$ cat config.mk
export PLATFORM = sky130hd
export DESIGN_NAME = dual_issue_core
export DESIGN_NICKNAME = d
export VERILOG_FILES = /design/src/common/mips_pkg.sv /design/src/issue/pair_issue.sv /design/src/source/alu_lane.sv /design/src/source/dual_issue_core.sv /design/src/source/writeback_regs.sv
export SDC_FILE = /design/constraint.sdc
export NUM_CORES = 2
export LEC_CHECK = 0
export BUFFER_PORTS_ARGS = -buffer_cell sky130_fd_sc_hd__buf_2
export CAP_MARGIN = 20
export CORE_MARGIN = 2
export CORE_UTILIZATION = 30
export CTS_BUF_LIST = sky130_fd_sc_hd__clkbuf_4 sky130_fd_sc_hd__clkbuf_8
export CTS_CLUSTER_SIZE = 14
export DETAILED_ROUTE_END_ITERATION = 16
export GPL_TIMING_DRIVEN = 0
export SLEW_MARGIN = 0
export SYNTH_ARGS = -nofsm -noshare
export SYNTH_HDL_FRONTEND = slang
export SYNTH_HIERARCHICAL = 1
export SYNTH_SLANG_ARGS = --single-unit
$ cat constraint.sdc
create_clock -name clk -period 7 [get_ports clk]
set_input_delay 1.05 -clock clk [delete_from_list [all_inputs] [get_ports clk]]
set_output_delay 1.05 -clock clk [all_outputs]
set_load 0.01 [all_outputs]
$ cat src/common/mips_pkg.sv
`default_nettype none

package mips_pkg;

	localparam int WORD_W = 32;
	localparam int REG_AW = 5;
	localparam int LANES = 2;

	// major opcodes
	localparam logic [5:0] OP_SPECIAL = 6'h00;
	localparam logic [5:0] OP_ADDIU = 6'h09;
	localparam logic [5:0] OP_ORI = 6'h0d;
	localparam logic [5:0] OP_LUI = 6'h0f;

	// SPECIAL function field
	localparam logic [5:0] FN_ADDU = 6'h21;
	localparam logic [5:0] FN_SUBU = 6'h23;
	localparam logic [5:0] FN_AND = 6'h24;
	localparam logic [5:0] FN_OR = 6'h25;
	localparam logic [5:0] FN_XOR = 6'h26;
	localparam logic [5:0] FN_SLT = 6'h2a;

	typedef logic [WORD_W-1:0] word_t;
	typedef logic [REG_AW-1:0] reg_addr_t;

	// same word, two field layouts
	typedef union packed {
		struct packed {
			logic [5:0] opcode;
			reg_addr_t  rs;
			reg_addr_t  rt;
			reg_addr_t  rd;
			logic [4:0] shamt;
			logic [5:0] funct;
		} r;
		struct packed {
			logic [5:0]  opcode;
			reg_addr_t   rs;
			reg_addr_t   rt;
			logic [15:0] imm;
		} i;
	} inst_u;

endpackage

`default_nettype wire

$ cat src/issue/pair_issue.sv
`default_nettype none
`timescale 1ns/1ps

module pair_issue (
	input  wire                        clk,
	input  wire                        rst,
	input  wire                        req,
	input  wire mips_pkg::word_t       inst0,
	input  wire mips_pkg::word_t       inst1,
	output logic                       ack,
	output logic [mips_pkg::LANES-1:0] slot_valid,
	output mips_pkg::inst_u            slot_inst [mips_pkg::LANES],
	output mips_pkg::reg_addr_t        rs_addr [mips_pkg::LANES],
	output mips_pkg::reg_addr_t        rt_addr [mips_pkg::LANES]
);
	import mips_pkg::*;

	enum logic [1:0] {IDLE, SECOND, ACK} state, state_next;

	inst_u i0;
	inst_u i1;
	reg_addr_t i0_dest;
	logic split;

	assign i0 = inst0;
	assign i1 = inst1;

	// which register the first word writes, zero if none
	always_comb
	begin
		case (i0.r.opcode)
			OP_SPECIAL:
				i0_dest = i0.r.rd;
			OP_ADDIU, OP_ORI, OP_LUI:
				i0_dest = i0.i.rt;
			default:
				i0_dest = '0;
		endcase
	end

	// rt is only a source for R-type
	assign split = (i0_dest != '0)
		&& ((i0_dest == i1.r.rs) || ((i1.r.opcode == OP_SPECIAL) && (i0_dest == i1.r.rt)));

	always_comb
	begin
		state_next = state;
		slot_valid = '0;
		case (state)
			IDLE:
				if (req)
				begin
					slot_valid[0] = 1'b1;
					slot_valid[1] = !split;
					state_next = split ? SECOND : ACK;
				end
			SECOND:
			begin
				// fetcher holds inst1 stable until ack
				slot_valid[1] = 1'b1;
				state_next = ACK;
			end
			ACK:
				if (!req)
					state_next = IDLE;
			default:
				state_next = IDLE;
		endcase
	end

	always_ff @(posedge clk)
	begin
		if (rst)
		begin
			state <= IDLE;
			ack <= 1'b0;
		end
		else
		begin
			state <= state_next;
			ack <= (state_next == ACK);
		end
	end

	assign slot_inst[0] = i0;
	assign slot_inst[1] = i1;

	always_comb
	begin
		for (int k = 0; k < LANES; k++)
		begin
			rs_addr[k] = slot_inst[k].r.rs;
			rt_addr[k] = slot_inst[k].r.rt;
		end
	end

	// the fetcher must keep req up until every word has gone out
	a_issue_needs_req: assert property (@(posedge clk) disable iff (rst)
		!req |-> slot_valid == '0);

endmodule

`default_nettype wire

$ cat src/source/alu_lane.sv
`default_nettype none
`timescale 1ns/1ps

module alu_lane (
	input  wire                        clk,
	input  wire                        rst,
	input  wire                        slot_valid,
	input  wire mips_pkg::inst_u       slot_inst,
	input  wire mips_pkg::word_t       rs_data,
	input  wire mips_pkg::word_t       rt_data,
	input  wire [mips_pkg::LANES-1:0]  fwd_valid,
	input  wire mips_pkg::reg_addr_t   fwd_dest [mips_pkg::LANES],
	input  wire mips_pkg::word_t       fwd_data [mips_pkg::LANES],
	output logic                       res_valid,
	output mips_pkg::reg_addr_t        res_dest,
	output mips_pkg::word_t            res_data
);
	import mips_pkg::*;

	word_t op_a;
	word_t op_b;
	word_t imm_sext;
	word_t imm_zext;
	word_t result;
	reg_addr_t dest;
	logic writes;

	// results from last cycle beat the file, higher lane wins
	always_comb
	begin
		op_a = rs_data;
		op_b = rt_data;
		for (int k = 0; k < LANES; k++)
		begin
			if (fwd_valid[k] && (fwd_dest[k] == slot_inst.r.rs))
				op_a = fwd_data[k];
			if (fwd_valid[k] && (fwd_dest[k] == slot_inst.r.rt))
				op_b = fwd_data[k];
		end
	end

	assign imm_sext = {{(WORD_W-16){slot_inst.i.imm[15]}}, slot_inst.i.imm};
	assign imm_zext = {{(WORD_W-16){1'b0}}, slot_inst.i.imm};

	always_comb
	begin
		result = '0;
		dest = slot_inst.i.rt;
		writes = 1'b1;
		case (slot_inst.r.opcode)
			OP_SPECIAL:
			begin
				dest = slot_inst.r.rd;
				case (slot_inst.r.funct)
					FN_ADDU: result = op_a + op_b;
					FN_SUBU: result = op_a - op_b;
					FN_AND:  result = op_a & op_b;
					FN_OR:   result = op_a | op_b;
					FN_XOR:  result = op_a ^ op_b;
					FN_SLT:  result = {{(WORD_W-1){1'b0}}, $signed(op_a) < $signed(op_b)};
					default: writes = 1'b0;
				endcase
			end
			OP_ADDIU: result = op_a + imm_sext;
			OP_ORI:   result = op_a | imm_zext;
			OP_LUI:   result = {slot_inst.i.imm, {(WORD_W-16){1'b0}}};
			default:  writes = 1'b0;
		endcase
	end

	always_ff @(posedge clk)
	begin
		if (rst)
			res_valid <= 1'b0;
		else
			res_valid <= slot_valid && writes && (dest != '0);
		res_dest <= dest;
		res_data <= result;
	end

	a_res_known: assert property (@(posedge clk) disable iff (rst)
		res_valid |-> !$isunknown(res_data));

endmodule

`default_nettype wire

$ cat src/source/dual_issue_core.sv
`default_nettype none
`timescale 1ns/1ps

module dual_issue_core (
	input  wire                        clk,
	input  wire                        rst,
	input  wire                        req,
	output logic                       ack,
	input  wire mips_pkg::word_t       inst0,
	input  wire mips_pkg::word_t       inst1,
	output logic [mips_pkg::LANES-1:0] commit_valid,
	output mips_pkg::reg_addr_t        commit_dest [mips_pkg::LANES],
	output mips_pkg::word_t            commit_data [mips_pkg::LANES],
	output mips_pkg::word_t            retired
);
	import mips_pkg::*;

	logic [LANES-1:0] slot_valid;
	inst_u slot_inst [LANES];
	reg_addr_t rs_addr [LANES];
	reg_addr_t rt_addr [LANES];
	reg_addr_t rd_addr [2*LANES];
	word_t rd_data [2*LANES];
	logic [LANES-1:0] res_valid;
	reg_addr_t res_dest [LANES];
	word_t res_data [LANES];

	pair_issue i_pair_issue (
		.clk,
		.rst,
		.req,
		.inst0,
		.inst1,
		.ack,
		.slot_valid,
		.slot_inst,
		.rs_addr,
		.rt_addr
	);

	// each lane owns two file read ports
	for (genvar i = 0; i < LANES; i++)
	begin : g_lane
		assign rd_addr[2*i] = rs_addr[i];
		assign rd_addr[2*i+1] = rt_addr[i];

		alu_lane i_alu_lane (
			.clk,
			.rst,
			.slot_valid(slot_valid[i]),
			.slot_inst(slot_inst[i]),
			.rs_data(rd_data[2*i]),
			.rt_data(rd_data[2*i+1]),
			.fwd_valid(res_valid),
			.fwd_dest(res_dest),
			.fwd_data(res_data),
			.res_valid(res_valid[i]),
			.res_dest(res_dest[i]),
			.res_data(res_data[i])
		);
	end

	writeback_regs i_writeback_regs (
		.clk,
		.rst,
		.rd_addr,
		.rd_data,
		.wr_valid(res_valid),
		.wr_dest(res_dest),
		.wr_data(res_data),
		.commit_valid,
		.commit_dest,
		.commit_data,
		.retired
	);

endmodule

`default_nettype wire

$ cat src/source/writeback_regs.sv
`default_nettype none
`timescale 1ns/1ps

module writeback_regs (
	input  wire                        clk,
	input  wire                        rst,
	input  wire mips_pkg::reg_addr_t   rd_addr [2*mips_pkg::LANES],
	output mips_pkg::word_t            rd_data [2*mips_pkg::LANES],
	input  wire [mips_pkg::LANES-1:0]  wr_valid,
	input  wire mips_pkg::reg_addr_t   wr_dest [mips_pkg::LANES],
	input  wire mips_pkg::word_t       wr_data [mips_pkg::LANES],
	output logic [mips_pkg::LANES-1:0] commit_valid,
	output mips_pkg::reg_addr_t        commit_dest [mips_pkg::LANES],
	output mips_pkg::word_t            commit_data [mips_pkg::LANES],
	output mips_pkg::word_t            retired
);
	import mips_pkg::*;

	word_t regs [1 << REG_AW];
	word_t retire_inc;

	// register 0 reads as zero
	always_comb
	begin
		for (int k = 0; k < 2*LANES; k++)
			rd_data[k] = (rd_addr[k] == '0) ? '0 : regs[rd_addr[k]];
	end

	always_comb
	begin
		retire_inc = '0;
		for (int k = 0; k < LANES; k++)
			retire_inc = retire_inc + word_t'(wr_valid[k]);
	end

	always_ff @(posedge clk)
	begin
		if (rst)
		begin
			for (int n = 0; n < (1 << REG_AW); n++)
				regs[n] <= '0;
			retired <= '0;
		end
		else
		begin
			// later lane overwrites, so lane 1 wins on a shared dest
			for (int k = 0; k < LANES; k++)
			begin
				if (wr_valid[k])
					regs[wr_dest[k]] <= wr_data[k];
			end
			retired <= retired + retire_inc;
		end
	end

	// commits are reported in the same cycle as the write
	assign commit_valid = wr_valid;

	always_comb
	begin
		for (int k = 0; k < LANES; k++)
		begin
			commit_dest[k] = wr_dest[k];
			commit_data[k] = wr_data[k];
		end
	end

	a_zero_reg: assert property (@(posedge clk) disable iff (rst)
		regs[0] == '0);

	// lanes drop writes to register 0 before they reach here
	for (genvar k = 0; k < LANES; k++)
	begin : g_chk
		a_no_zero_commit: assert property (@(posedge clk) disable iff (rst)
			wr_valid[k] |-> wr_dest[k] != '0);
	end

endmodule

`default_nettype wire

==> results.md <==
- Yosys mapped a number of flops with a built-in enable equal to 1024.
- At the worst endpoint, the arrival time is 8.18 ns.
- The wire length per cell is between 50 and 60 um.
- The required time of the worst setup path is 7.96 ns.
- After synthesis the cells add up to a little under 100000 um^2.
- The slowest stage of the critical path is the sky130_fd_sc_hd__o21ai_0 cell.
- The H-tree depth reported by CTS is 4.
- Setup violations remaining at the end of the flow were counted as 20.
- The final layout net count is 9316.
- The critical path's largest stage delay is 0.83 ns.
- Row generation in the floorplan step produced 210 rows.
- The final reports fail on negative setup slack.
- The cell internal power dissipation is 13.9 mW.
- The wire length of the first global-routing pass is 894000 um.
- After legalization and detailed placement, the total HPWL measured 531000 um.
- The total count of max-transition violations in the final report was 0.
- The latest clock arrival within the worst-skew pair is approximately 1.2 ns.
- The chip height is 578 um.
- The flow ran to the end, but the final reports show violations.
- The count of placed standard cells in the final layout, fillers left out is 13572.
- The boundary pin count is 176.
- The final-report hold violation count is 0.
- The post-route netlist has 31.9% of its cells at a drive strength greater than 1.
- The layout-stage area growth over the synthesis result is 16.0%.
- TritonCTS built the clock tree.
- The floorplan step defined a die boundary enclosing 334000 um^2.
- The library cells used most frequently in the layout, excluding fill and tap cells, are sky130_fd_sc_hd__a22o_1, sky130_fd_sc_hd__mux4_2, sky130_fd_sc_hd__edfxtp_1.
- The final critical-path required period is 7.23 ns.
- In the synthesized netlist the async set-or-reset flop fraction comes to 0%.
- Of the total power, the share spent switching nets is 39.4%.
- The number of instances in the placed design is 13053.
- The leading cell type in the layout, fill and taps excluded is sky130_fd_sc_hd__a22o_1.
- The overall via count from detail_route is a little under 100k.
- The cell occurring most often along the worst timing path is sky130_fd_sc_hd__buf_4.
- When the netlist entered floorplanning its net count stood at ~8700.
- Synthesis instantiated 134 different standard cells from the library.
- The worst-margin pin slew is between 1 and 1.5 ns.
- Entering global routing, the biggest net connects 33 pins.
- The number of fillers in the final layout is 32552.
- The kind of cell adding the most delay to the critical path is compound AO/OA/AOI/OAI gates.
- The total CTS buffers is 226.
- The ratio of total power to cell area is between 200 and 250 nW/um^2.
- The final sum of negative setup slack is -2.07 ns.
- The root cell of the clock tree is sky130_fd_sc_hd__clkbuf_8.
- On the final layout, the worst clock skew is 0.137 ns.
- The aggregate global-route resource usage is approximately 41%.
- The number of sinks on the clock net is 1135.
- In this run, post-CTS hold repair placed 0 buffers.
- In the post-route analysis, the smallest setup slack over all paths is -0.228 ns.
- The number of design rule violations left after detail routing is 0.
- In the final layout, flip-flops and latches occupy between 30000 and 40000 um^2.
- The worst min-delay path category is input pin to register.
- The routed via count divided by cell count is 7.09.
- Per report_power, the combinational group accounts for roughly a third of the total.
- The post-detailed-routing wire length is just over 700000 um.
- The type of element capturing the critical path is a register.
- The region available for standard cell placement spans 327000 um^2.
- In this run the worst path has a maximum fanout of 13.
- The detailed router finished its first iteration with 17646 violations.
- Headroom to the max-slew limit came out at under 10%.
- The maximum ir drop on the vdd rail is 0.000159 V.
- The maximum clock frequency is around 0.14 GHz.
- For this run, the detailed router's first-pass iteration total came to 6.
- The number of antenna violations at the first check in global routing is 87.
- The number of input and output port buffers inserted is 143.
- The most frequently used flop master after synthesis is sky130_fd_sc_hd__edfxtp_1.
- The width of the chip is a little under 600 um.
- For this run the aggregate overflow at the end of global routing stands at 0.
- The portion of the clock cycle consumed by the worst path in the final layout is 103%.
- The mean instance size in the synthesized netlist is between 10 and 15 um^2.
- The number of global-route vias before repair is 88919.
- The critical path is of the input pin to register type.
- Sequential cells account for 34.4% of the total power.
- Together, buffers and inverters on the worst path number 7.
- The multi-input combinational cells in the finished layout cover a total of 60100 um^2.
- The share of total power in the clock network is 32.4%.
- Once the floorplan was initialized, standard cells occupied roughly 30% of the core.
- The share of the Yosys chip area taken by registers is roughly 33%.
- The critical path goes through buf_2 -> buf_4 -> buf_2 -> buf_6 -> buf_4 -> buf_4 -> mux4_2 -> mux2_2 -> o21ai_0 -> a31oi_1 -> mux2i_1 -> o21ai_0 -> ha_1 -> clkbuf_1 -> nand2_1 -> o211ai_1 -> a221oi_1 -> nor4_1 -> a21oi_1 -> nor2_1 -> nor3_1 -> a21boi_1 -> o211ai_1.
- The number of warnings issued by yosys is 6.
- The tool flagged a number of max-cap violations equal to 0.
- The count of antenna-violating nets left after detailed routing is 0.
- In the synthesized netlist, the number of instances is 8308.
- Setup repair after global routing could not meet its margin everywhere.
- The clock passes through at most 4 buffers.
- The analysis attributes to cell leakage a power of 41.3 nW.
- The clock-pin slew on the worst setup and hold paths is 0.06 ns.
- The final weighted congestion in routability-driven placement is approximately 1.1.
- The net switching power is 9.08 mW.
- The worst setup path is launched from an input pin.
- The synthesized design contains about 1100 register bits.
- Cells fill 35.0% of the core in the end.
## worst register-to-register path, delay by kind of cell, from the launching register on
kind / cells / cell delay, ns
XOR/XNOR: 1 / 0.15
flip-flops: 1 / 0.84
AND/OR/NAND/NOR: 4 / 0.99
buffers and inverters: 5 / 1.67
adder cells (fa/ha/maj): 2 / 0.71
AO/OA/AOI/OAI: 9 / 2.31
## power by group through the flow
stage | sequential [mW] | combinational [mW] | clock (mW)
4_1_cts | 7.90 | 7.16 | 7.44
6_report | 7.92 | 7.65 | 7.45
2_1_floorplan | 7.87 | 3.91 | 0
3_5_place_dp | 8.04 | 7.05 | 0
5_1_grt | 7.92 | 7.68 | 7.71
3_3_place_gp | 8.10 | 6.76 | 0
## cell usage after synthesis, types with 37 or more instances
| master | number | area, um^2 |
|---|---|---|
| sky130_fd_sc_hd__xor2_1 | 72 | 631 |
| sky130_fd_sc_hd__o21bai_1 | 37 | 278 |
| sky130_fd_sc_hd__buf_4 | 217 | 1630 |
| sky130_fd_sc_hd__dfxtp_1 | 111 | 2220 |
| sky130_fd_sc_hd__mux4_2 | 1024 | 23100 |
| sky130_fd_sc_hd__inv_1 | 244 | 916 |
| sky130_fd_sc_hd__nor3_1 | 67 | 335 |
| sky130_fd_sc_hd__o21ai_0 | 369 | 1850 |
| sky130_fd_sc_hd__a211oi_1 | 45 | 338 |
| sky130_fd_sc_hd__ha_1 | 295 | 3690 |
| sky130_fd_sc_hd__a21oi_1 | 389 | 1950 |
| sky130_fd_sc_hd__buf_2 | 298 | 1490 |
| sky130_fd_sc_hd__nand2_1 | 390 | 1460 |
| sky130_fd_sc_hd__xnor2_1 | 92 | 806 |
| sky130_fd_sc_hd__nor2b_1 | 55 | 344 |
| sky130_fd_sc_hd__mux2i_1 | 391 | 3910 |
| sky130_fd_sc_hd__a22o_1 | 1025 | 8980 |
| sky130_fd_sc_hd__o22ai_1 | 62 | 388 |
| sky130_fd_sc_hd__nand3_1 | 78 | 390 |
| sky130_fd_sc_hd__buf_1 | 53 | 199 |
| sky130_fd_sc_hd__a22oi_1 | 104 | 781 |
| sky130_fd_sc_hd__a31oi_1 | 97 | 607 |
| sky130_fd_sc_hd__or3_1 | 39 | 244 |
| sky130_fd_sc_hd__edfxtp_1 | 1024 | 30700 |
| sky130_fd_sc_hd__a21o_1 | 66 | 495 |
| sky130_fd_sc_hd__clkbuf_1 | 501 | 1880 |
| sky130_fd_sc_hd__mux2_2 | 198 | 2230 |
| sky130_fd_sc_hd__nor2_1 | 299 | 1120 |
| sky130_fd_sc_hd__a221oi_1 | 74 | 648 |
## per-layer routing
metal / wire, um / track usage (%) / part of all wire (%) / vias up
met3: 99900 / 18.1 / 14 / 2534
met2: 281000 / 56.8 / 40 / 9366
met1: 243000 / 46.9 / 35 / 49189
li1: - / - / - / 35071
met5: 369 / 0.709 / 0.052 / -
met4: 79100 / 37.8 / 11 / 46
## final cells by class
cell class / instances / area share, %
Sequential cell: 1135 / 28.8
Timing Repair Buffer: 420 / 3.87
Antenna cell: 94 / 0.205
Multi-Input combinational cell: 5822 / 52.4
Clock buffer: 277 / 3.05
Buffer: 1094 / 5.12
Clock inverter: 136 / 0.947
Inverter: 248 / 0.812
Tap cell: 4346 / 4.74
## path summary, 6_finish.rpt
path                                     from                           endpoint  slack, ns  depth (start not counted)
min reg2reg      i_writeback_regs/retired[31]       i_writeback_regs/retired[31]       0.50                          2
max reg2reg  g_lane[1].i_alu_lane/res_dest[2]   g_lane[0].i_alu_lane/res_data[0]       0.21                         21
max                                 inst1[17]  g_lane[1].i_alu_lane/res_data[29]      -0.23                         23
min                                       req     g_lane[0].i_alu_lane/res_valid       0.40                          5
## metrics by stage
step                      setup WS, ns  hold slack, ns  cell area [um^2]  power, mW
after floorplan                   1.61           0.502             98800       11.8
after global placement           -4.25           0.472            105000       14.9
after detailed placement         -3.18           0.490            109000       15.1
after CTS                      0.00171           0.384            114000       22.5
after global routing            0.0130           0.423            114000       23.3
final                           -0.228           0.404            115000       23.0
## repair_timing
action	4_1_cts	5_1_grt
setup endpoints to repair	59	35
resized for setup	217	103
hold endpoints to repair	0	0
pin swaps	1	2
setup buffers	0	2
## logic make-up (layout without fill, tap and decap cells)
family | after synthesis | in the layout | synth area share [%]
other | 0 | 94 | 0
AOI/OAI and AO/OA | 2554 | 2554 | 19.1
xor gates and xnor gates | 164 | 164 | 1.45
and+or+nand+nor | 1189 | 1189 | 5.99
buffers and inverters | 1351 | 2175 | 6.62
adders and majority gates | 302 | 302 | 3.88
muxes | 1613 | 1613 | 29.6
DFF | 1135 | 1135 | 33.4
## sequential cells by signal (all words and copies together), names as in the netlist
| register | cells |
|---|---|
| g_lane.i_alu_lane/res_data | 64 |
| g_lane.i_alu_lane/res_dest | 10 |
| g_lane.i_alu_lane/res_valid | 2 |
| i_pair_issue/ack | 1 |
| i_pair_issue/state | 2 |
| i_writeback_regs/regs | 1024 |
| i_writeback_regs/retired | 32 |
Note: power is estimated with default switching activity, not from simulation.
